File: src/include/db_settings.svh
`ifndef DB_SETTINGS_SVH
`define DB_SETTINGS_SVH

// Settings bus base for the whole daughterboard control block
`define DB_SR_BASE        8'd160

// Block offsets from the settings base
`define DB_SR_MISC        8'd0
`define DB_SR_SPI         8'd8
`define DB_SR_LEDS        8'd16
`define DB_SR_FP_GPIO     8'd24
`define DB_SR_DB_GPIO     8'd32

// Register offsets inside one GPIO bank
`define GPIO_OFF_IDLE     8'd0
`define GPIO_OFF_RX       8'd1
`define GPIO_OFF_TX       8'd2
`define GPIO_OFF_FDX      8'd3
`define GPIO_OFF_DDR      8'd4
`define GPIO_OFF_FAB      8'd5

// Register offsets inside the SPI core, a data write starts a transfer
`define SPI_OFF_DIV       8'd0
`define SPI_OFF_CTRL      8'd1
`define SPI_OFF_DATA      8'd2

// Readback addresses start here
`define DB_RB_BASE        8'd16
`define DB_RB_BADADDR     64'h0BADC0DE_0BADC0DE

// Reset values
`define GPIO_DEFAULT_DDR  32'hFFFF_FFFF

`endif

File: src/verilog/db_pkg.sv
`default_nettype none

package db_pkg;

  // Radio run state as seen by the ATR banks
  typedef enum logic [1:0] {
    ATR_IDLE = 2'd0,
    ATR_RX   = 2'd1,
    ATR_TX   = 2'd2,
    ATR_FDX  = 2'd3
  } atr_state_t;

  // SPI transfer phases
  typedef enum logic [1:0] {
    SPI_IDLE  = 2'd0,
    SPI_SETUP = 2'd1,
    SPI_SHIFT = 2'd2,
    SPI_HOLD  = 2'd3
  } spi_state_t;

  // Readback offsets from the readback base
  typedef enum logic [2:0] {
    RB_MISC_IO = 3'd0,
    RB_SPI     = 3'd1,
    RB_LEDS    = 3'd2,
    RB_DB_GPIO = 3'd3,
    RB_FP_GPIO = 3'd4
  } rb_sel_t;

endpackage

`default_nettype wire

File: src/verilog/gpio_atr.sv
`timescale 1ns/1ps
`default_nettype none

`include "db_settings.svh"

module gpio_atr #(
  parameter logic [7:0] BASE        = 8'd0,
  parameter bit         FAB_CTRL_EN = 1'b1
) (
  input  wire         clk,
  input  wire         reset,
  input  wire         i_set_stb,
  input  wire  [7:0]  i_set_addr,
  input  wire  [31:0] i_set_data,
  input  wire         i_run_rx,
  input  wire         i_run_tx,
  input  wire  [31:0] i_gpio_in,
  input  wire  [31:0] i_gpio_fab,
  output logic [31:0] o_gpio_out,
  output logic [31:0] o_gpio_ddr,
  output logic [31:0] o_gpio_rb
);

  import db_pkg::*;

  localparam logic [7:0] ADDR_IDLE = BASE + `GPIO_OFF_IDLE;
  localparam logic [7:0] ADDR_RX   = BASE + `GPIO_OFF_RX;
  localparam logic [7:0] ADDR_TX   = BASE + `GPIO_OFF_TX;
  localparam logic [7:0] ADDR_FDX  = BASE + `GPIO_OFF_FDX;
  localparam logic [7:0] ADDR_DDR  = BASE + `GPIO_OFF_DDR;
  localparam logic [7:0] ADDR_FAB  = BASE + `GPIO_OFF_FAB;

  atr_state_t  atr_state;
  logic [31:0] reg_idle;
  logic [31:0] reg_rx;
  logic [31:0] reg_tx;
  logic [31:0] reg_fdx;
  logic [31:0] fab_mask;
  logic [31:0] atr_out;

  // Registered run state, so outputs follow run_rx/run_tx one cycle later
  always_ff @(posedge clk) begin
    if (reset) begin
      atr_state <= ATR_IDLE;
    end else begin
      case ({i_run_tx, i_run_rx})
        2'b01:   atr_state <= ATR_RX;
        2'b10:   atr_state <= ATR_TX;
        2'b11:   atr_state <= ATR_FDX;
        default: atr_state <= ATR_IDLE;
      endcase
    end
  end

  // Output word per state and the direction register
  always_ff @(posedge clk) begin
    if (reset) begin
      reg_idle   <= '0;
      reg_rx     <= '0;
      reg_tx     <= '0;
      reg_fdx    <= '0;
      o_gpio_ddr <= `GPIO_DEFAULT_DDR;
    end else if (i_set_stb) begin
      case (i_set_addr)
        ADDR_IDLE: reg_idle   <= i_set_data;
        ADDR_RX:   reg_rx     <= i_set_data;
        ADDR_TX:   reg_tx     <= i_set_data;
        ADDR_FDX:  reg_fdx    <= i_set_data;
        ADDR_DDR:  o_gpio_ddr <= i_set_data;
        default:   ;
      endcase
    end
  end

  // Fabric mask only exists on banks that the fabric may drive
  if (FAB_CTRL_EN) begin : g_fab
    always_ff @(posedge clk) begin
      if (reset) begin
        fab_mask <= '0;
      end else if (i_set_stb && (i_set_addr == ADDR_FAB)) begin
        fab_mask <= i_set_data;
      end
    end
  end else begin : g_no_fab
    assign fab_mask = '0;
  end

  always_comb begin
    case (atr_state)
      ATR_RX:  atr_out = reg_rx;
      ATR_TX:  atr_out = reg_tx;
      ATR_FDX: atr_out = reg_fdx;
      default: atr_out = reg_idle;
    endcase
  end

  // Masked bits come straight from the fabric
  assign o_gpio_out = (atr_out & ~fab_mask) | (i_gpio_fab & fab_mask);

  always_ff @(posedge clk) begin
    o_gpio_rb <= i_gpio_in;
  end

endmodule

`default_nettype wire

File: src/verilog/simple_spi_core.sv
`timescale 1ns/1ps
`default_nettype none

`include "db_settings.svh"

module simple_spi_core #(
  parameter logic [7:0] BASE = 8'd0
) (
  input  wire         clk,
  input  wire         reset,
  input  wire         i_set_stb,
  input  wire  [7:0]  i_set_addr,
  input  wire  [31:0] i_set_data,
  input  wire         i_miso,
  output logic [31:0] o_readback,
  output logic        o_readback_stb,
  output logic [7:0]  o_sen,
  output logic        o_sclk,
  output logic        o_mosi
);

  import db_pkg::*;

  localparam logic [7:0] ADDR_DIV  = BASE + `SPI_OFF_DIV;
  localparam logic [7:0] ADDR_CTRL = BASE + `SPI_OFF_CTRL;
  localparam logic [7:0] ADDR_DATA = BASE + `SPI_OFF_DATA;

  spi_state_t  state;
  logic [15:0] divider;
  logic [7:0]  sen_mask;
  logic [5:0]  num_bits;
  logic [5:0]  bits_left;
  logic [15:0] half_cnt;
  logic [31:0] shift_reg;
  logic [31:0] rx_reg;
  logic [5:0]  ctrl_bits;
  logic        trigger;

  assign trigger = i_set_stb && (i_set_addr == ADDR_DATA);

  // Zero and anything above 32 both mean a full 32-bit word
  assign ctrl_bits = i_set_data[13:8];

  always_ff @(posedge clk) begin
    if (reset) begin
      divider  <= '0;
      sen_mask <= '0;
      num_bits <= 6'd32;
    end else if (i_set_stb) begin
      if (i_set_addr == ADDR_DIV) begin
        divider <= i_set_data[15:0];
      end
      if (i_set_addr == ADDR_CTRL) begin
        sen_mask <= i_set_data[7:0];
        num_bits <= ((ctrl_bits == 6'd0) || (ctrl_bits > 6'd32)) ? 6'd32 : ctrl_bits;
      end
    end
  end

  // Each SCLK level and each chip-select margin lasts divider+1 cycles
  always_ff @(posedge clk) begin
    if (reset) begin
      state          <= SPI_IDLE;
      o_sen          <= 8'hFF;
      o_sclk         <= 1'b0;
      o_readback_stb <= 1'b0;
      shift_reg      <= '0;
      half_cnt       <= '0;
      bits_left      <= '0;
    end else begin
      o_readback_stb <= 1'b0;
      case (state)
        SPI_IDLE: begin
          if (trigger) begin
            state     <= SPI_SETUP;
            o_sen     <= ~sen_mask;
            shift_reg <= i_set_data;
            rx_reg    <= '0;
            half_cnt  <= divider;
            bits_left <= num_bits;
          end
        end
        SPI_SETUP: begin
          if (half_cnt == 16'd0) begin
            state    <= SPI_SHIFT;
            o_sclk   <= 1'b1;
            rx_reg   <= {rx_reg[30:0], i_miso};
            half_cnt <= divider;
          end else begin
            half_cnt <= half_cnt - 16'd1;
          end
        end
        SPI_SHIFT: begin
          if (half_cnt != 16'd0) begin
            half_cnt <= half_cnt - 16'd1;
          end else if (o_sclk) begin
            // Falling edge, next MOSI bit goes out
            o_sclk    <= 1'b0;
            shift_reg <= {shift_reg[30:0], 1'b0};
            bits_left <= bits_left - 6'd1;
            half_cnt  <= divider;
            if (bits_left == 6'd1) begin
              state <= SPI_HOLD;
            end
          end else begin
            o_sclk   <= 1'b1;
            rx_reg   <= {rx_reg[30:0], i_miso};
            half_cnt <= divider;
          end
        end
        SPI_HOLD: begin
          if (half_cnt == 16'd0) begin
            state          <= SPI_IDLE;
            o_sen          <= 8'hFF;
            o_readback_stb <= 1'b1;
            o_readback     <= rx_reg;
          end else begin
            half_cnt <= half_cnt - 16'd1;
          end
        end
        default: state <= SPI_IDLE;
      endcase
    end
  end

  // MSB first
  assign o_mosi = shift_reg[31];

  // All chip selects released whenever no transfer runs
  a_sen_idle: assert property (@(posedge clk) disable iff (reset)
    (state == SPI_IDLE) |-> (o_sen == 8'hFF));

  // Host must wait for readback strobe before the next trigger
  a_no_busy_trigger: assert property (@(posedge clk) disable iff (reset)
    trigger |-> (state == SPI_IDLE));

endmodule

`default_nettype wire

File: src/verilog/db_control.sv
`timescale 1ns/1ps
`default_nettype none

`include "db_settings.svh"

module db_control (
  input  wire         clk,
  input  wire         reset,
  input  wire         i_set_stb,
  input  wire  [7:0]  i_set_addr,
  input  wire  [31:0] i_set_data,
  input  wire  [7:0]  i_rb_addr,
  input  wire         i_run_rx,
  input  wire         i_run_tx,
  input  wire  [31:0] i_misc_ins,
  input  wire  [31:0] i_fp_gpio_in,
  input  wire  [31:0] i_fp_gpio_fab,
  input  wire  [31:0] i_db_gpio_in,
  input  wire  [31:0] i_db_gpio_fab,
  input  wire         i_miso,
  output logic        o_rb_stb,
  output logic [63:0] o_rb_data,
  output logic [31:0] o_misc_outs,
  output logic [31:0] o_fp_gpio_out,
  output logic [31:0] o_fp_gpio_ddr,
  output logic [31:0] o_db_gpio_out,
  output logic [31:0] o_db_gpio_ddr,
  output logic [31:0] o_leds,
  output logic [7:0]  o_sen,
  output logic        o_sclk,
  output logic        o_mosi
);

  import db_pkg::*;

  localparam logic [7:0] ADDR_MISC     = `DB_SR_BASE + `DB_SR_MISC;
  localparam logic [7:0] ADDR_SPI      = `DB_SR_BASE + `DB_SR_SPI;
  localparam logic [7:0] ADDR_SPI_TRIG = ADDR_SPI + `SPI_OFF_DATA;

  logic [31:0] fp_gpio_rb;
  logic [31:0] db_gpio_rb;
  logic [31:0] spi_readback;
  logic        spi_readback_stb;
  logic [31:0] spi_rb_hold;
  logic        spi_rb_stb_hold;
  logic [7:0]  rb_off;
  logic        rb_valid;
  rb_sel_t     rb_sel;

  always_ff @(posedge clk) begin
    if (reset) begin
      o_misc_outs <= '0;
    end else if (i_set_stb && (i_set_addr == ADDR_MISC)) begin
      o_misc_outs <= i_set_data;
    end
  end

  gpio_atr #(.BASE(`DB_SR_BASE + `DB_SR_LEDS), .FAB_CTRL_EN(1'b0)) leds_gpio_atr (
    .clk(clk), .reset(reset),
    .i_set_stb(i_set_stb), .i_set_addr(i_set_addr), .i_set_data(i_set_data),
    .i_run_rx(i_run_rx), .i_run_tx(i_run_tx),
    .i_gpio_in(32'd0), .i_gpio_fab(32'd0),
    .o_gpio_out(o_leds), .o_gpio_ddr(), .o_gpio_rb());

  gpio_atr #(.BASE(`DB_SR_BASE + `DB_SR_FP_GPIO), .FAB_CTRL_EN(1'b1)) fp_gpio_atr (
    .clk(clk), .reset(reset),
    .i_set_stb(i_set_stb), .i_set_addr(i_set_addr), .i_set_data(i_set_data),
    .i_run_rx(i_run_rx), .i_run_tx(i_run_tx),
    .i_gpio_in(i_fp_gpio_in), .i_gpio_fab(i_fp_gpio_fab),
    .o_gpio_out(o_fp_gpio_out), .o_gpio_ddr(o_fp_gpio_ddr), .o_gpio_rb(fp_gpio_rb));

  gpio_atr #(.BASE(`DB_SR_BASE + `DB_SR_DB_GPIO), .FAB_CTRL_EN(1'b1)) db_gpio_atr (
    .clk(clk), .reset(reset),
    .i_set_stb(i_set_stb), .i_set_addr(i_set_addr), .i_set_data(i_set_data),
    .i_run_rx(i_run_rx), .i_run_tx(i_run_tx),
    .i_gpio_in(i_db_gpio_in), .i_gpio_fab(i_db_gpio_fab),
    .o_gpio_out(o_db_gpio_out), .o_gpio_ddr(o_db_gpio_ddr), .o_gpio_rb(db_gpio_rb));

  simple_spi_core #(.BASE(ADDR_SPI)) spi_core (
    .clk(clk), .reset(reset),
    .i_set_stb(i_set_stb), .i_set_addr(i_set_addr), .i_set_data(i_set_data),
    .i_miso(i_miso),
    .o_readback(spi_readback), .o_readback_stb(spi_readback_stb),
    .o_sen(o_sen), .o_sclk(o_sclk), .o_mosi(o_mosi));

  // Ready flag stays up after a transfer so later readbacks of any address work
  always_ff @(posedge clk) begin
    if (reset) begin
      spi_rb_stb_hold <= 1'b1;
    end else if (i_set_stb && (i_set_addr == ADDR_SPI_TRIG)) begin
      spi_rb_stb_hold <= 1'b0;
    end else if (spi_readback_stb) begin
      spi_rb_stb_hold <= 1'b1;
    end
  end

  always_ff @(posedge clk) begin
    if (spi_readback_stb) begin
      spi_rb_hold <= spi_readback;
    end
  end

  assign o_rb_stb = spi_rb_stb_hold;

  // Only the first eight readback slots can map, offsets 5 to 7 fall to the default
  assign rb_off   = i_rb_addr - `DB_RB_BASE;
  assign rb_valid = (rb_off[7:3] == 5'd0);
  assign rb_sel   = rb_sel_t'(rb_off[2:0]);

  always_comb begin
    o_rb_data = `DB_RB_BADADDR;
    if (rb_valid) begin
      case (rb_sel)
        RB_MISC_IO: o_rb_data = {i_misc_ins, o_misc_outs};
        RB_SPI:     o_rb_data = {32'd0, spi_rb_hold};
        RB_LEDS:    o_rb_data = {32'd0, o_leds};
        RB_DB_GPIO: o_rb_data = {32'd0, db_gpio_rb};
        RB_FP_GPIO: o_rb_data = {32'd0, fp_gpio_rb};
        default:    o_rb_data = `DB_RB_BADADDR;
      endcase
    end
  end

  // Readiness only returns after the SPI core reports the end of a transfer
  a_rb_stb_rise: assert property (@(posedge clk) disable iff (reset)
    $rose(o_rb_stb) |-> $past(spi_readback_stb));

endmodule

`default_nettype wire

File: config.mk
export PLATFORM = sky130hd
export DESIGN_NAME = db_control
export DESIGN_NICKNAME = d
export VERILOG_FILES = /design/src/verilog/db_pkg.sv /design/src/verilog/gpio_atr.sv /design/src/verilog/simple_spi_core.sv /design/src/verilog/db_control.sv
export VERILOG_INCLUDE_DIRS = /design/src /design/src/include
export SDC_FILE = /design/constraint.sdc
export NUM_CORES = 2
export LEC_CHECK = 0
export ABC_CLOCK_PERIOD_IN_PS = 7850
export BUFFER_PORTS_ARGS = -buffer_cell sky130_fd_sc_hd__buf_2
export CAP_MARGIN = 30
export CORE_ASPECT_RATIO = 0.6
export CORE_UTILIZATION = 50
export CTS_CLUSTER_DIAMETER = 30
export CTS_CLUSTER_SIZE = 30
export DETAILED_ROUTE_END_ITERATION = 7
export PLACE_DENSITY = 0.71
export SETUP_SLACK_MARGIN = 0.5
export SLEW_MARGIN = 30
export SYNTH_ARGS = -nofsm -noshare
export SYNTH_HDL_FRONTEND = slang
export SYNTH_SLANG_ARGS = --single-unit
File: constraint.sdc
create_clock -name clk -period 7.85 [get_ports clk]
set_input_delay 1.57 -clock clk [delete_from_list [all_inputs] [get_ports clk]]
set_output_delay 1.57 -clock clk [all_outputs]
set_load 0.05 [all_outputs]
# Yosys cells after proc, flatten, opt, wreduce, memory -nomap -nowiden
# Cells that the tools add are included.
# word_totals
elab_cells	173
ff_bits	803
# classes
n_eq_ne	42
n_mux	42
reduce_logical	40
magnitude_cmp	1
bitwise_logic	11
n_addsub	3
# ops
operator	count
32-bit one-hot mux with 3 select lines	4
64-bit one-hot mux with 5 select lines	1
32-bit two-way mux	7
8-bit equality test (second input constant)	20
32-bit bitwise AND	4
16-bit two-way mux	4
64-bit two-way mux	1
32-bit NOT	2
32-bit bitwise OR	2
16-bit one-hot mux with 4 select lines	1
32-bit one-hot mux with 2 select lines	1
2-bit AND reduction	17
6-bit two-way mux	4
16-bit zero test	1
8-bit two-way mux	2
8-bit one-hot mux with 2 select lines	1
16-bit nonzero test	1
16-bit by 1-bit subtractor with 16-bit output (second input constant)	1
2-bit equality test (second input constant)	6
2-bit two-way mux	6
6-bit one-hot mux with 2 select lines	1
6-bit AND reduction	2
2-bit by 1-bit != test with 1-bit output (second input constant)	5
3-bit AND reduction	3
other kinds (25)	42

# Depth between registers and ports, before layout
# logic_depth
depth_word	5
ltp_mapped	9
ltp_nobuf	7

# By module
# From an unflattened synthesis, not the netlist that was laid out.
# hier_totals
hier_cells	3375
area_unflattened_um2	38181.6
# by_module_without_submodules
mod	seq_area_each_um2	area_per_inst_um2	instances	cells_per_inst
gpio_atr (fp_gpio_atr)	4524.3	9517.9	1	809
gpio_atr (db_gpio_atr)	4524.3	9444.1	1	809
gpio_atr (leds_gpio_atr)	3883.7	7887.6	1	658
simple_spi_core	3843.7	6910.4	1	643
db_control	1621.6	4421.7	1	456

# Worst setup path after synthesis
# No wires, ideal clock.
# synth_timing
path_type	in2out
start	input i_rb_addr[4]
end	output o_rb_data[0]
required_ns	6.280
stages	8
n_path_buf	2
slack_ns	2.842
arrival_time_ns	3.438
path_cell_list	inv_1 ha_1 xnor2_1 nand4_1 a21o_1 clkbuf_1 clkbuf_1 a31oi_1
# synth_via
elab_chain_cells	3
# synth_rtl
item	line	rtl
from (decl)	db_control.sv:12	input wire [7:0] i_rb_addr,
8-bit by 5-bit subtractor with 8-bit output (no source line)	-	
5-bit zero test	db_control.sv:107	assign rb_valid = (rb_off[7:3] == 5'd0);
64-bit two-way mux	db_control.sv:112	if (rb_valid) begin
to (decl)	db_control.sv:22	output logic [63:0] o_rb_data,
# No other way between the ends.

# Worst setup path in the final report
# layout_timing
start	input i_rb_addr[1]
end	output o_rb_data[22]
# layout_via
elab_chain_cells	4
word_cells_on_any_way	9
cone_classes	add/sub (1); eq/ne (4); mux (2); reduce/logical (2)
# layout_rtl
item	line	rtl
8-bit by 5-bit subtractor with 8-bit output (no source line) (*)	-	
3-bit equality test, or another cell as far along	db_control.sv:113	case (rb_sel)
64-bit one-hot mux with 5 select lines	db_control.sv:113	
64-bit two-way mux (*)	db_control.sv:112	
# Mark *: on every way between the ends. The rest lies on a longest branch, timed or not.

==> summary.log <==
INFO  setup_path     crit_type=in2out
INFO  clock_tree     clk-insertion-delay-late=0.69ns
INFO  floorplan      io_pins=481
INFO  drt            finalWirelength=111000um
INFO  setup_path     critical_path.max_fanout=17
INFO  sta            timing_worst_slew_pin_value=1.00ns
INFO  sta            setup_total_negative_slack=0ns
INFO  clock_tree     cts_made_buffers=115
INFO  floorplan      floorplan.core_area=63200um2
INFO  clock_tree     cts_buffer_depth=3
INFO  drt            drt_iter0_drc=3468
INFO  floorplan      die-width=330um
INFO  grt            total_overflow_reported_by_the_global_router=0
INFO  clock_tree     cts.sinks=803
INFO  drt            detailedRoute.firstPassIterationCount=8
INFO  floorplan      die_h=199um
INFO  synthesis      yosys.area.top_type_share=0.439
INFO  synthesis      synthesis.area=32200um2
INFO  clock_tree     cts.root.buffer_cell=clkbuf_16
INFO  floorplan      rows=71
INFO  synthesis      post_synth.cell_area_avg=9.00um2
INFO  floorplan      starting_utilization_of_the_core_area=0.510
INFO  finish         final_nets=4118
INFO  setup_path     critPathArrivalTime=3.69ns
INFO  drt            via_count=28500
INFO  sta            worst_slew_slack_as_a_fraction_of_its_limit=0.333
INFO  finish         number_of_filler_instances_in_the_final_layout=5314
INFO  power          p_int=8.14mW
INFO  drt            routedWlPerCell=23.0um
INFO  worst_hold_path worst_hold_path_type=reg2reg
INFO  power          p_switching=2.72mW
INFO  setup_path     worst-r2r-setup-slack=4.59ns
INFO  setup_path     timing.critical_path.cells=buf_2 > or2_2 > nor2_2 > buf_4 > a22oi_1 > a31oi_1 > buf_2
INFO  drt            vias_per_cell=5.88
INFO  synthesis      synthTopCellsByCount=1167 x nand2_1, 707 x dfxtp_1, 534 x a21oi_1
INFO  setup_path     timing.critical_path.from_type=primary input
INFO  setup_path     critical_path.endpoint_type=primary output
INFO  grt            global_route.usage.total=0.334
INFO  synthesis      ys_dominant_reg_cell=dfxtp_1
INFO  power          p_seq_frac=0.398
INFO  finish         flow.area_growth_from_synthesis=22.6%
INFO  synthesis      synth_seq_cells=803
INFO  power          total_leakage_power=14.7nW
INFO  place          placement.io_buffers=480
INFO  clock_tree     cts_hold_buf=0
INFO  outcome        run_status=complete, no violations
INFO  finish         post_route_cells_drive_above_1_share=0.237
INFO  clock_tree     cts_setup_buffers=0
INFO  power          clock_power_share=0.530
INFO  sta            unrepaired_setup_endpoints_after_global_routing=false
INFO  synthesis      yosysUniqueCellTypes=65
INFO  setup_path     timing.critical_path.slowest_stage_cell=nor2_2
INFO  synthesis      synth.net_count=3801
INFO  grt            largest_net_degree_at_the_start_of_global_routing=203
INFO  power          worst_ir_drop_vdd=0.168mV
INFO  synthesis      number_of_warnings_issued_by_yosys=0
INFO  place          hpwl=68000um
INFO  sta            maxSlewViolCount=0
INFO  synthesis      synth.most_common_cell=nand2_1
INFO  setup_path     delay_contributed_by_the_slowest_stage_of_the_critical_path=0.62ns
INFO  power          sw_frac_of_total=0.251
INFO  sta            setup_viol=0
INFO  grt            grt_antenna_before_repair=10
INFO  setup_path     cp.buffers_inverters=3
INFO  setup_path     worst_ep_required_time=6.28ns
INFO  synthesis      synthArstFlopShare=0
INFO  sta            min_period=5.26ns
INFO  setup_path     cp_top_family=simple AND/OR/NAND/NOR gates
INFO  drt            count_of_antenna_violating_nets_left_after_detailed_routing=0
INFO  sta            period_share=0.670
INFO  sta            fmax=0.190GHz
INFO  flow_run       max-cap-violations=0
INFO  sta            final-hold-violation-count=0
INFO  synthesis      synth_cells=3578
INFO  clock_tree     tritoncts=yes
INFO  setup_path     critical-path-top-cell-by-count=buf_2
INFO  clock_tree     cts.htree.levels=3
INFO  sta            final.setup_skew=0.0267ns
INFO  synthesis      synth_enable_flop_cells=96
INFO  power          p_per_area=275nW/um2
INFO  clock_tree     cts.reportedPaths.clkPinSlew=0.06ns
INFO  grt            first_global_vias=26200
INFO  synthesis      synth_area_leader_cell=dfxtp_1
INFO  drt            drc=0
INFO  power          finalPower=10.9mW
INFO  place          gp_congestion=0.938
INFO  grt            wire_length_of_the_first_global_routing_pass=165000um
INFO  power          power_frac_comb=0.072
INFO  synthesis      synth.area.top_cells=dfxtp_1 44%, nand2_1 14%, edfxtp_1 8.9%
INFO  floorplan      die_area=65500um2
INFO  clock_tree     count_of_instances_resized_after_the_clock_tree_is_built=0
INFO  synthesis      sequential_share_of_the_synthesized_area=0.529
==> cell families (layout without fill, tap and decap cells) <==
| group | after synthesis | after routing | share of synthesized area |
|---|---|---|---|
| DFF | 803 | 803 | 0.529 |
| AOI/OAI and AO/OA | 740 | 740 | 0.132 |
| and+or+nand+nor | 1461 | 1461 | 0.187 |
| buffers and inverters | 347 | 765 | 0.0410 |
| muxes | 217 | 217 | 0.107 |
| xor gates and xnor gates | 1 | 1 | 0.000272 |
| adders and majority gates | 9 | 9 | 0.00350 |
| other | 0 | 8 | 0 |
==> final timing paths <==
kind | from | end | cells past startpoint
min reg2reg | spi_core.o_readback[3] | spi_rb_hold[3] | 0
max reg2reg | spi_core.half_cnt[0] | spi_core.rx_reg[18] | 7
max | i_rb_addr[1] | o_rb_data[22] | 7
min | spi_core.o_readback[3] | spi_rb_hold[3] | 0
==> per-stage QoR <==
| stage | utilization | area [um2] | hold WS (ns) | instances | setup WS, ns |
|---|---|---|---|---|---|
| detailed placement | 0.554 | 35000 | 0.406 | 4614 | 2.66 |
| finish | 0.625 | 39500 | 0.416 | 4843 | 2.59 |
| global route | 0.625 | 39500 | 0.425 | 4838 | 2.50 |
| global placement | 0.553 | 34900 | 0.401 | 4611 | 2.62 |
| CTS | 0.624 | 39400 | 0.417 | 4832 | 2.61 |
| floorplan | - | 32200 | 0.400 | 3578 | 2.84 |
==> cell usage in the layout, fill, tap and decap left out, types with 6 or more instances in the layout <==
master and n:
nand4b_1 9, a21oi_1 534, and2_1 51, mux2i_1 57
a31oi_1 19, nor3_1 14, inv_1 21, dfxtp_1 705
inv_6 17, nor2b_1 6, buf_2 479, nand3_1 91
ha_1 7, clkinvlp_4 15, or3_1 6, clkinv_2 12
nor2_4 8, a211oi_1 34, clkinv_4 9, a221oi_1 18
a21o_1 17, o32ai_1 7, buf_4 35, bufinv_16 23
mux2_2 64, nand2_1 1163, a22oi_1 51, nand4_1 17
a32o_1 7, nor3_2 7, clkbuf_16 120, o21ai_0 20
mux4_2 96, nor2_1 46, edfxtp_1 96, diode_2 8
==> area by class of cell <==
cell class / instances / area [um2] / share of cell area
Sequential cell: 803 / 17000 / 0.432
Multi-Input combinational cell: 2428 / 14000 / 0.355
Tap cell: 839 / 1050 / 0.0266
Inverter: 22 / 82.6 / 0.00209
Clock buffer: 128 / 3080 / 0.0781
Clock inverter: 90 / 1300 / 0.0330
Timing Repair Buffer: 525 / 2900 / 0.0733
Antenna cell: 8 / 20.0 / 0.000507
==> power groups by stage <==
stage                     Clock, mW  Combinational [mW]  Sequential, mW
after global routing           6.00               0.838            4.33
final                          5.75               0.784            4.32
after floorplan                   0               0.497            4.39
after global placement            0               0.748            4.41
after detailed placement          0               0.757            4.41
after CTS                      5.80               0.760            4.32
==> layer usage <==
metal,routed length [um],GRT usage
met1,46600,0.470
met2,48900,0.496
met3,12000,0.0851
met4,3690,0.120
met5,27,0
Note: power is estimated with default switching activity, not from simulation.
